**src/hw/slavespi_pkg.sv**
```systemverilog
//####################
// slave spi shared definitions
// register map and common types
//####################
package slavespi_pkg;

	localparam int KBD_W = 40; // keyboard matrix bits

	typedef logic [7:0]       byte_t;
	typedef logic [KBD_W-1:0] kbd_t;
	typedef logic [1:0]       rom_page_t;

	// high nibble selects the group
	localparam byte_t REG_KBD     = 8'h10;
	localparam byte_t REG_KBD_STB = 8'h11;

	localparam byte_t REG_MUS_X   = 8'h20;
	localparam byte_t REG_MUS_Y   = 8'h21;
	localparam byte_t REG_MUS_BTN = 8'h22;
	localparam byte_t REG_KJ      = 8'h23;

	localparam byte_t REG_RST     = 8'h30; // whole group

	localparam byte_t REG_WAIT    = 8'h40;
	localparam byte_t REG_GLU_ADR = 8'h41;
	localparam byte_t REG_COM_ADR = 8'h42;

	localparam byte_t REG_CFG0    = 8'h50; // whole group

	// returned for anything not readable
	localparam byte_t READ_IDLE = 8'hFF;

	// rom page field inside the reset register
	localparam int RSTROM_LSB = 4;

endpackage

```
**src/hw/spi_frame_if.sv**
```systemverilog
//####################
// spi frame events
// from frame engine to register bank
//####################
`timescale 1ns/10ps

interface spi_frame_if import slavespi_pkg::*; ();

	byte_t regnum;    // register number of the current frame
	logic  in_frame;  // chip select low
	logic  bit_stb;   // data phase bit
	logic  bit_val;
	logic  frame_end; // chip select rose
	byte_t rd_data;   // back from the bank

	modport engine (
		output regnum,
		output in_frame,
		output bit_stb,
		output bit_val,
		output frame_end,
		input  rd_data
	);

	modport bank (
		input  regnum,
		input  in_frame,
		input  bit_stb,
		input  bit_val,
		input  frame_end,
		output rd_data
	);

endinterface

```
**src/hw/spi_pin_sync.sv**
```systemverilog
//####################
// spi pin synchronizer
// resyncs cs/sck/data and finds edges
//####################
`timescale 1ns/10ps

module spi_pin_sync #(
	parameter int SYNC_STAGES = 2
) (
	input  logic fclk,
	input  logic arst_n,
	input  logic spics_n,
	input  logic spick,
	input  logic spido,
	output logic cs_n,
	output logic cs_rise,
	output logic cs_fall,
	output logic sck_rise,
	output logic sdo
);

	// one extra stage on cs and sck for edge detection
	logic [SYNC_STAGES:0]   cs_sh;
	logic [SYNC_STAGES:0]   ck_sh;
	logic [SYNC_STAGES-1:0] do_sh;

	always_ff @(posedge fclk or negedge arst_n)
		if (!arst_n)
		begin
			cs_sh    <= '1; // deselected
			ck_sh    <= '0;
			do_sh    <= '0;
			cs_rise  <= 1'b0;
			cs_fall  <= 1'b0;
			sck_rise <= 1'b0;
		end
		else
		begin
			cs_sh <= {cs_sh[SYNC_STAGES-1:0], spics_n};
			ck_sh <= {ck_sh[SYNC_STAGES-1:0], spick};
			do_sh <= {do_sh[SYNC_STAGES-2+1-1:0], spido};

			// pulses one cycle after the synced level moves
			cs_rise  <=  cs_sh[SYNC_STAGES-1] & ~cs_sh[SYNC_STAGES];
			cs_fall  <= ~cs_sh[SYNC_STAGES-1] &  cs_sh[SYNC_STAGES];
			sck_rise <=  ck_sh[SYNC_STAGES-1] & ~ck_sh[SYNC_STAGES];
		end

	assign cs_n = cs_sh[SYNC_STAGES-1];
	assign sdo  = do_sh[SYNC_STAGES-1];

endmodule

```
**src/hw/spi_frame_engine.sv**
```systemverilog
//####################
// spi frame engine
// register number and outgoing shifter
//####################
`timescale 1ns/10ps

module spi_frame_engine import slavespi_pkg::*; (
	input  logic  fclk,
	input  logic  arst_n,
	input  logic  cs_n,
	input  logic  cs_rise,
	input  logic  cs_fall,
	input  logic  sck_rise,
	input  logic  sdo,
	input  byte_t status_in,
	output logic  spidi,
	spi_frame_if.engine frm
);

	byte_t regnum_q;
	byte_t shift_q;

	// register number comes in lsb first while cs is high
	always_ff @(posedge fclk or negedge arst_n)
		if (!arst_n)
		begin
			regnum_q <= '0;
		end
		else if (cs_rise)
		begin
			regnum_q <= '0; // new frame header
		end
		else if (cs_n && sck_rise)
		begin
			regnum_q <= {sdo, regnum_q[7:1]};
		end

	// outgoing data reloaded on both cs edges
	always_ff @(posedge fclk or negedge arst_n)
		if (!arst_n)
		begin
			shift_q <= '0;
		end
		else if (cs_rise)
		begin
			shift_q <= status_in; // shown during the header
		end
		else if (cs_fall)
		begin
			shift_q <= frm.rd_data;
		end
		else if (sck_rise)
		begin
			shift_q <= {1'b0, shift_q[7:1]};
		end

	assign spidi = shift_q[0];

	// frame events towards the bank
	assign frm.regnum    = regnum_q;
	assign frm.in_frame  = ~cs_n;
	assign frm.bit_stb   = sck_rise & ~cs_n; // data phase only
	assign frm.bit_val   = sdo;
	assign frm.frame_end = cs_rise;

endmodule

```
**src/hw/spi_reg_bank.sv**
```systemverilog
//####################
// spi register bank
// decode, data shift-in, strobes, readback
//####################
`timescale 1ns/10ps

module spi_reg_bank import slavespi_pkg::*; #(
	parameter int KBD_WIDTH = KBD_W
) (
	input  logic      fclk,
	input  logic      arst_n,
	spi_frame_if.bank frm,
	input  byte_t     wait_write,
	input  byte_t     gluclock_addr,
	input  logic [2:0] comport_addr,
	output kbd_t      kbd_out,
	output logic      kbd_stb,
	output logic      mus_xstb,
	output logic      mus_ystb,
	output logic      mus_btnstb,
	output logic      kj_stb,
	output logic      genrst,
	output byte_t     mus_out,
	output byte_t     config0,
	output rom_page_t rstrom,
	output byte_t     wait_data,
	output logic      wait_done
);

	logic [3:0] grp;
	logic [1:0] sub;

	logic sel_kbd, sel_kbd_stb;
	logic sel_mus_x, sel_mus_y, sel_mus_btn, sel_kj, sel_mus;
	logic sel_rst, sel_cfg;
	logic sel_wait, sel_glu, sel_com;

	logic [KBD_WIDTH-1:0] kbd_reg;
	byte_t mus_reg;
	byte_t rst_reg;
	byte_t wait_sh;
	byte_t cfg_sh; // shifted in before commit
	byte_t rd_mux;

	assign grp = frm.regnum[7:4];
	assign sub = frm.regnum[1:0];

	// $1x by bit 0
	assign sel_kbd     = (grp == REG_KBD[7:4])     && (sub[0] == REG_KBD[0]);
	assign sel_kbd_stb = (grp == REG_KBD_STB[7:4]) && (sub[0] == REG_KBD_STB[0]);

	// $2x by bits 1:0
	assign sel_mus_x   = (grp == REG_MUS_X[7:4])   && (sub == REG_MUS_X[1:0]);
	assign sel_mus_y   = (grp == REG_MUS_Y[7:4])   && (sub == REG_MUS_Y[1:0]);
	assign sel_mus_btn = (grp == REG_MUS_BTN[7:4]) && (sub == REG_MUS_BTN[1:0]);
	assign sel_kj      = (grp == REG_KJ[7:4])      && (sub == REG_KJ[1:0]);
	assign sel_mus     = sel_mus_x | sel_mus_y | sel_mus_btn | sel_kj;

	assign sel_rst = (grp == REG_RST[7:4]);
	assign sel_cfg = (grp == REG_CFG0[7:4]);

	// $4x by bits 1:0 and $43 hits nothing
	assign sel_wait = (grp == REG_WAIT[7:4])    && (sub == REG_WAIT[1:0]);
	assign sel_glu  = (grp == REG_GLU_ADR[7:4]) && (sub == REG_GLU_ADR[1:0]);
	assign sel_com  = (grp == REG_COM_ADR[7:4]) && (sub == REG_COM_ADR[1:0]);

	// shift registers and config commit
	always_ff @(posedge fclk or negedge arst_n)
		if (!arst_n)
		begin
			kbd_reg <= '0;
			mus_reg <= '0;
			rst_reg <= '0;
			config0 <= '0;
		end
		else
		begin
			if (frm.bit_stb && sel_kbd)
				kbd_reg <= {frm.bit_val, kbd_reg[KBD_WIDTH-1:1]};
			if (frm.bit_stb && sel_mus)
				mus_reg <= {frm.bit_val, mus_reg[7:1]};
			if (frm.bit_stb && sel_rst)
				rst_reg <= {frm.bit_val, rst_reg[7:1]};
			if (frm.frame_end && sel_cfg)
				config0 <= cfg_sh; // commit at end of frame
		end

	always_ff @(posedge fclk)
	begin
		if (frm.bit_stb && sel_wait)
			wait_sh <= {frm.bit_val, wait_sh[7:1]};
		if (frm.bit_stb && sel_cfg)
			cfg_sh <= {frm.bit_val, cfg_sh[7:1]};
	end

	// readback mux
	always_comb
	begin
		if (sel_wait)
			rd_mux = wait_write;
		else if (sel_glu)
			rd_mux = gluclock_addr;
		else if (sel_com)
			rd_mux = {5'd0, comport_addr};
		else
			rd_mux = READ_IDLE;
	end

	assign frm.rd_data = frm.in_frame ? rd_mux : READ_IDLE; // only inside a frame

	assign kbd_out    = kbd_t'(kbd_reg);
	assign kbd_stb    = sel_kbd_stb && frm.frame_end;
	assign mus_out    = mus_reg;
	assign mus_xstb   = sel_mus_x   && frm.frame_end;
	assign mus_ystb   = sel_mus_y   && frm.frame_end;
	assign mus_btnstb = sel_mus_btn && frm.frame_end;
	assign kj_stb     = sel_kj      && frm.frame_end;
	assign genrst     = sel_rst     && frm.frame_end;
	assign rstrom     = rst_reg[RSTROM_LSB +: $bits(rom_page_t)];
	assign wait_data  = wait_sh;
	assign wait_done  = sel_wait && frm.frame_end;

endmodule

```
**src/hw/wait_port.sv**
```systemverilog
//####################
// wait data port
// four-phase req/ack towards the system
//####################
`timescale 1ns/10ps

module wait_port import slavespi_pkg::*; (
	input  logic  fclk,
	input  logic  arst_n,
	input  byte_t wait_data,
	input  logic  wait_done,
	input  logic  wait_ack,
	output logic  wait_req,
	output byte_t wait_read
);

	typedef enum logic [1:0] {
		ST_IDLE,
		ST_REQ,  // req high until ack
		ST_DROP  // req low and ack still high
	} state_t;

	state_t state;

	always_ff @(posedge fclk or negedge arst_n)
		if (!arst_n)
		begin
			state <= ST_IDLE;
		end
		else
		begin
			case (state)
				ST_IDLE:
					if (wait_done)
						state <= ST_REQ;
				ST_REQ:
					if (wait_ack)
						state <= ST_DROP;
				ST_DROP:
					if (!wait_ack)
						state <= ST_IDLE; // ready for next byte
				default:
					state <= ST_IDLE;
			endcase
		end

	// writes during a handshake are dropped
	always_ff @(posedge fclk)
	begin
		if (state == ST_IDLE && wait_done)
			wait_read <= wait_data;
	end

	assign wait_req = (state == ST_REQ);

endmodule

```
**src/hw/slavespi_top.sv**
```systemverilog
//####################
// spi slave register block
//####################
`timescale 1ns/10ps

module slavespi_top import slavespi_pkg::*; #(
	parameter int SYNC_STAGES = 2,
	parameter int KBD_WIDTH   = KBD_W
) (
	input  logic       fclk,
	input  logic       arst_n,
	input  logic       spics_n,
	input  logic       spick,
	input  logic       spido,
	output logic       spidi,
	input  byte_t      status_in,
	output kbd_t       kbd_out,
	output logic       kbd_stb,
	output byte_t      mus_out,
	output logic       mus_xstb,
	output logic       mus_ystb,
	output logic       mus_btnstb,
	output logic       kj_stb,
	input  byte_t      gluclock_addr,
	input  logic [2:0] comport_addr,
	input  byte_t      wait_write,
	output byte_t      wait_read,
	output logic       wait_req,
	input  logic       wait_ack,
	output byte_t      config0,
	output logic       genrst,
	output rom_page_t  rstrom
);

	logic  cs_n, cs_rise, cs_fall, sck_rise, sdo;
	byte_t wait_data;
	logic  wait_done;

	spi_frame_if frm ();

	spi_pin_sync #(
		.SYNC_STAGES (SYNC_STAGES)
	) u_sync (
		.fclk     (fclk),
		.arst_n   (arst_n),
		.spics_n  (spics_n),
		.spick    (spick),
		.spido    (spido),
		.cs_n     (cs_n),
		.cs_rise  (cs_rise),
		.cs_fall  (cs_fall),
		.sck_rise (sck_rise),
		.sdo      (sdo)
	);

	spi_frame_engine u_engine (
		.fclk      (fclk),
		.arst_n    (arst_n),
		.cs_n      (cs_n),
		.cs_rise   (cs_rise),
		.cs_fall   (cs_fall),
		.sck_rise  (sck_rise),
		.sdo       (sdo),
		.status_in (status_in),
		.spidi     (spidi),
		.frm       (frm.engine)
	);

	spi_reg_bank #(
		.KBD_WIDTH (KBD_WIDTH)
	) u_bank (
		.fclk          (fclk),
		.arst_n        (arst_n),
		.frm           (frm.bank),
		.wait_write    (wait_write),
		.gluclock_addr (gluclock_addr),
		.comport_addr  (comport_addr),
		.kbd_out       (kbd_out),
		.kbd_stb       (kbd_stb),
		.mus_xstb      (mus_xstb),
		.mus_ystb      (mus_ystb),
		.mus_btnstb    (mus_btnstb),
		.kj_stb        (kj_stb),
		.genrst        (genrst),
		.mus_out       (mus_out),
		.config0       (config0),
		.rstrom        (rstrom),
		.wait_data     (wait_data),
		.wait_done     (wait_done)
	);

	wait_port u_wait (
		.fclk      (fclk),
		.arst_n    (arst_n),
		.wait_data (wait_data),
		.wait_done (wait_done),
		.wait_ack  (wait_ack),
		.wait_req  (wait_req),
		.wait_read (wait_read)
	);

endmodule

```
**config.mk**
```make
export PLATFORM = sky130hd
export DESIGN_NAME = slavespi_top
export DESIGN_NICKNAME = d
export VERILOG_FILES = /design/src/hw/slavespi_pkg.sv /design/src/hw/spi_frame_if.sv /design/src/hw/spi_pin_sync.sv /design/src/hw/spi_frame_engine.sv /design/src/hw/spi_reg_bank.sv /design/src/hw/wait_port.sv /design/src/hw/slavespi_top.sv
export SDC_FILE = /design/constraint.sdc
export NUM_CORES = 1
export LEC_CHECK = 0
export BUFFER_PORTS_ARGS = -buffer_cell sky130_fd_sc_hd__buf_2
export CAP_MARGIN = 20
export CORE_UTILIZATION = 35
export CTS_CLUSTER_DIAMETER = 50
export DETAILED_ROUTE_END_ITERATION = 12
export GPL_TIMING_DRIVEN = 0
export PLACE_DENSITY = 0.59
export REMOVE_ABC_BUFFERS = 1
export SETUP_SLACK_MARGIN = 0.2
export SYNTH_ARGS = -nofsm -noshare
export SYNTH_HDL_FRONTEND = slang
export SYNTH_HIERARCHICAL = 1
export SYNTH_SLANG_ARGS = --single-unit
```
**constraint.sdc**
```tcl
create_clock -name fclk -period 5.8 [get_ports fclk]
set_input_delay 0.87 -clock fclk [delete_from_list [all_inputs] [get_ports fclk]]
set_output_delay 0.87 -clock fclk [all_outputs]
set_load 0.01 [all_outputs]
```
==> results.txt <==
----------------------------------------------------
[Run status]
  Outcome ... completed

[Logic synthesis]
  Post-synthesis cell type count ... 36
  Syn_area_per_cell ... 15.26 um^2
  Top cell type by total area after synthesis ... dfrtp_1
  Post-synth EDFFs ... 24
  Synthesized area ... 4715 um^2
  Share of the synthesized area in the top cell type ... 0.4565
  Synth area leaders ... dfrtp_1, edfxtp_1, mux2_4
  FF+latch count, synth ... 113
  Most used flip-flop cell after synthesis ... dfrtp_1
  Number of standard cells after synthesis ... 309
  Synthesis Warnings ... 6
  Register area share after synthesis ... 0.6261
  Fraction of registers with async set or reset after synthesis ... 0.7876

[Final layout]
  # fillers ... 1187
  Antenna Cells ... 0
  Largest register FFs ... 40
  Layout-stage area growth over the synthesis result ... 27.04%
  Finished Core Util ... 0.4541
  Layout cells sized above 1 ... 0.5023
  Nets@finish ... 452

[Flow run]
  Number of violations of the max-capacitance limit ... 0

[Floorplan]
  Width of the die ... 118.1 um
  Die area ... 13940 um^2
  Number of top-level design ports ... 107
  Count of standard-cell rows ... 42
  Initial core utilization ... 0.3574
  Core ar. ... 13190 um^2
  Vertical extent of the die ... 118.1 um

[Power]
  P per Cell Area ... 323.7 nW/um^2
  Leakage power summed over all cells ... 3.014 nW
  IR Drop Worst-Case VDD ... 0.1925 mV

[STA]
  Final clock period utilization by the worst path ... 0.5398
  Post-Route Skew ... 0.004943 ns
  Setup repair after global routing missed its margin ... false
  Hold violation total from the final report ... 0
  Maximum clock frequency ... 319.4 MHz
  Hold Worst Slack ... 0.3466 ns
  Post-layout min period ... 3.131 ns
  Max-slew violations ... 0
  Worst setup margin ... 2.669 ns
  Worst Tran Pin Value ... 1.011 ns
  Summed negative setup slack over all endpoints ... 0 ns
  Final count of negative-setup-slack endpoints ... 0
  Max-Slew Margin vs Limit ... 0.3247

[Clock network]
  Post-CTS setup-driven buffer insertion count ... 0
  Maximum level of the CTS H-tree ... 4
  Number of gates resized after cts ... 0
  Clock insertion delay at the later pin of the skew report ... 0.41 ns
  CTS clk-pin slew, worst paths ... 0.05 ns
  Cell chosen for the clock root ... clkbuf_16
  Hold-fix buffers, CTS ... 0
  CTS sink cnt ... 113
  Num CTS Buffers ... 17
  Clock tree from TritonCTS ... yes
  Longest Clk Path Bufs ... 2

[Drt]
  DRC violation count after routing ... 0
  Wire length per cell ... 14.18 um
  Number of detailed-route iterations in the first pass ... 4
  Post-DRT Antenna Nets ... 0
  Via density ... 4.643
  Count of vias placed by the detailed router ... 2823
  Overall routed net length ... 8623 um
  Count of routing violations after the opening detailed-route iteration ... 94

[Global routing]
  Antenna violations before repair ... 0
  Overall overflow remaining after global route ... 0
  Maximum number of pins on one net before global-route repair ... 58
  Global routing usage summed across all routing layers ... 0.1360
  Global-route wire length before repair ... 14530 um
  Via count of the first global-routing pass ... 2838

[Placement]
  Global placer's final weighted congestion ... 0.7240
  Dpl ws ... 2.793 ns
  Placed wire-length estimate ... 5713 um
  # port buffers ... 106

[Setup path]
  CP most frequent cell ... nor3b_1
  Crit path kind ... reg2out
  Number of buffer and inverter stages on the critical path ... 1
  Critical path's largest stage delay ... 0.87 ns
  Kind of start point of the critical path ... register
  Arrival time at the worst endpoint ... 2.26 ns
  Series of cell instances along the critical path ... nor3b_1, nand2_1, nor3b_1, buf_2
  Cell with the largest stage delay on the worst path ... dfrtp_1
  Critical path data required time ... 4.93 ns
  Dominant delay contributor by cell family on the critical path ... flip-flops
  Kind of capture point of the worst setup path ... primary output
  Critical Path Fanout Max ... 28

[Worst hold path]
  Type of the worst min-delay path ... reg2reg

----------------------------------------------------
==> report_power, final <==
group | internal [W] | leakage [nW] | total [W] | switching (W)
combinational | 0.0000250 | 1.32 | 0.0000529 | 0.0000279
sequential | 0.000824 | 1.41 | 0.000839 | 0.0000154
clock | 0.000679 | 0.286 | 0.00105 | 0.000369
==> synthesized netlist by cell type, types with 2 or more instances <==
| cell type | count |
|---|---|
| dfrtp_1 | 86 |
| mux2_4 | 40 |
| edfxtp_1 | 24 |
| mux2_2 | 20 |
| a21oi_1 | 14 |
| nor2b_1 | 11 |
| nor3b_1 | 11 |
| nor2_1 | 10 |
| nand3_1 | 9 |
| a21bo_2 | 8 |
| mux2i_1 | 7 |
| nand2_1 | 6 |
| a211oi_1 | 5 |
| buf_6 | 5 |
| nand3b_1 | 5 |
| o21ai_0 | 5 |
| and3_1 | 4 |
| buf_2 | 4 |
| buf_4 | 4 |
| a211o_1 | 3 |
| and2b_2 | 3 |
| clkbuf_1 | 3 |
| dfstp_2 | 3 |
| inv_1 | 3 |
| a221oi_1 | 2 |
| and2_1 | 2 |
| and4_1 | 2 |
| nand3_2 | 2 |
==> worst reg2reg max path, stage by stage, from the launching register on <==
cell	delay (ns)
dfrtp_1	0.58
nor2_1	0.45
and3_1	0.39
and2_1	0.20
nor3b_1	0.83
==> placed cells by master, fill, tap and decap left out, types with 6 or more instances in the layout <==
cell / Yosys / layout
mux2_2: 20 / 20
dfrtp_1: 86 / 86
nor2b_1: 11 / 11
nor3b_1: 11 / 11
a21oi_1: 14 / 14
clkbuf_16: 0 / 17
mux2i_1: 7 / 7
a21bo_2: 8 / 8
nor2_1: 10 / 10
mux2_4: 40 / 40
nand2_1: 6 / 6
edfxtp_1: 24 / 24
nand3_1: 9 / 9
buf_2: 4 / 105
==> per-stage QoR <==
step                      cells  power [W]  instance area [um^2]
after floorplan             292  0.0008716                  4577
after global placement      574  0.0009032                  5328
after detailed placement    575  0.0009078                  5358
after CTS                   607   0.001971                  5969
after global routing        608   0.002020                  5989
final                       608   0.001939                  5989
==> worst paths after layout <==
check	depth (start not counted)	start	slack [ns]	end
worst max-delay path	4	u_sync/cs_rise$_DFF_PN0_	2.67	mus_btnstb
worst min-delay path	0	u_sync/do_sh[0]$_DFF_PN0_	0.35	u_sync/do_sh[1]$_DFF_PN0_
worst max register to register	4	u_engine/frm.regnum[1]$_DFFE_PN0P_	2.97	u_wait/wait_read[1]$_DFFE_PP_
worst min register to register	0	u_sync/do_sh[0]$_DFF_PN0_	0.35	u_sync/do_sh[1]$_DFF_PN0_
max in group asynchronous	2	arst_n	4.71	u_sync/cs_sh[2]$_DFF_PN1_
min in group asynchronous	1	arst_n	0.41	u_bank/kbd_out[28]$_DFFE_PN0P_
==> final cells by class <==
type / instances / area [um^2] / share of cell area
clock buffers: 17 / 425.4 / 0.07103
clock inverters: 15 / 186.4 / 0.03113
inverters: 3 / 11.26 / 0.001880
multi-input cells: 176 / 1614 / 0.2695
flip-flops and latches: 113 / 2952 / 0.4928
well taps: 176 / 220.2 / 0.03677
repair buffers: 108 / 580.6 / 0.09693
==> routing by layer <==
| metal | part of all wire | global-route usage |
|---|---|---|
| met2 | 0.44 | 0.1952 |
| met4 | 0.0071 | 0.05769 |
| met5 | 0 | 0 |
| met1 | 0.48 | 0.1765 |
| met3 | 0.069 | 0.06153 |
==> cell families (layout without fill, tap and decap cells) <==
group / count (synthesis) / after routing / synth area share
buffers and inverters: 20 / 143 / 0.03158
AO/OA/AOI/OAI: 38 / 38 / 0.05600
AND/OR/NAND/NOR: 71 / 71 / 0.09634
flip-flops: 113 / 113 / 0.6261
multiplexers: 67 / 67 / 0.1900
No activity file was read; power rests on OpenSTA's default activity.
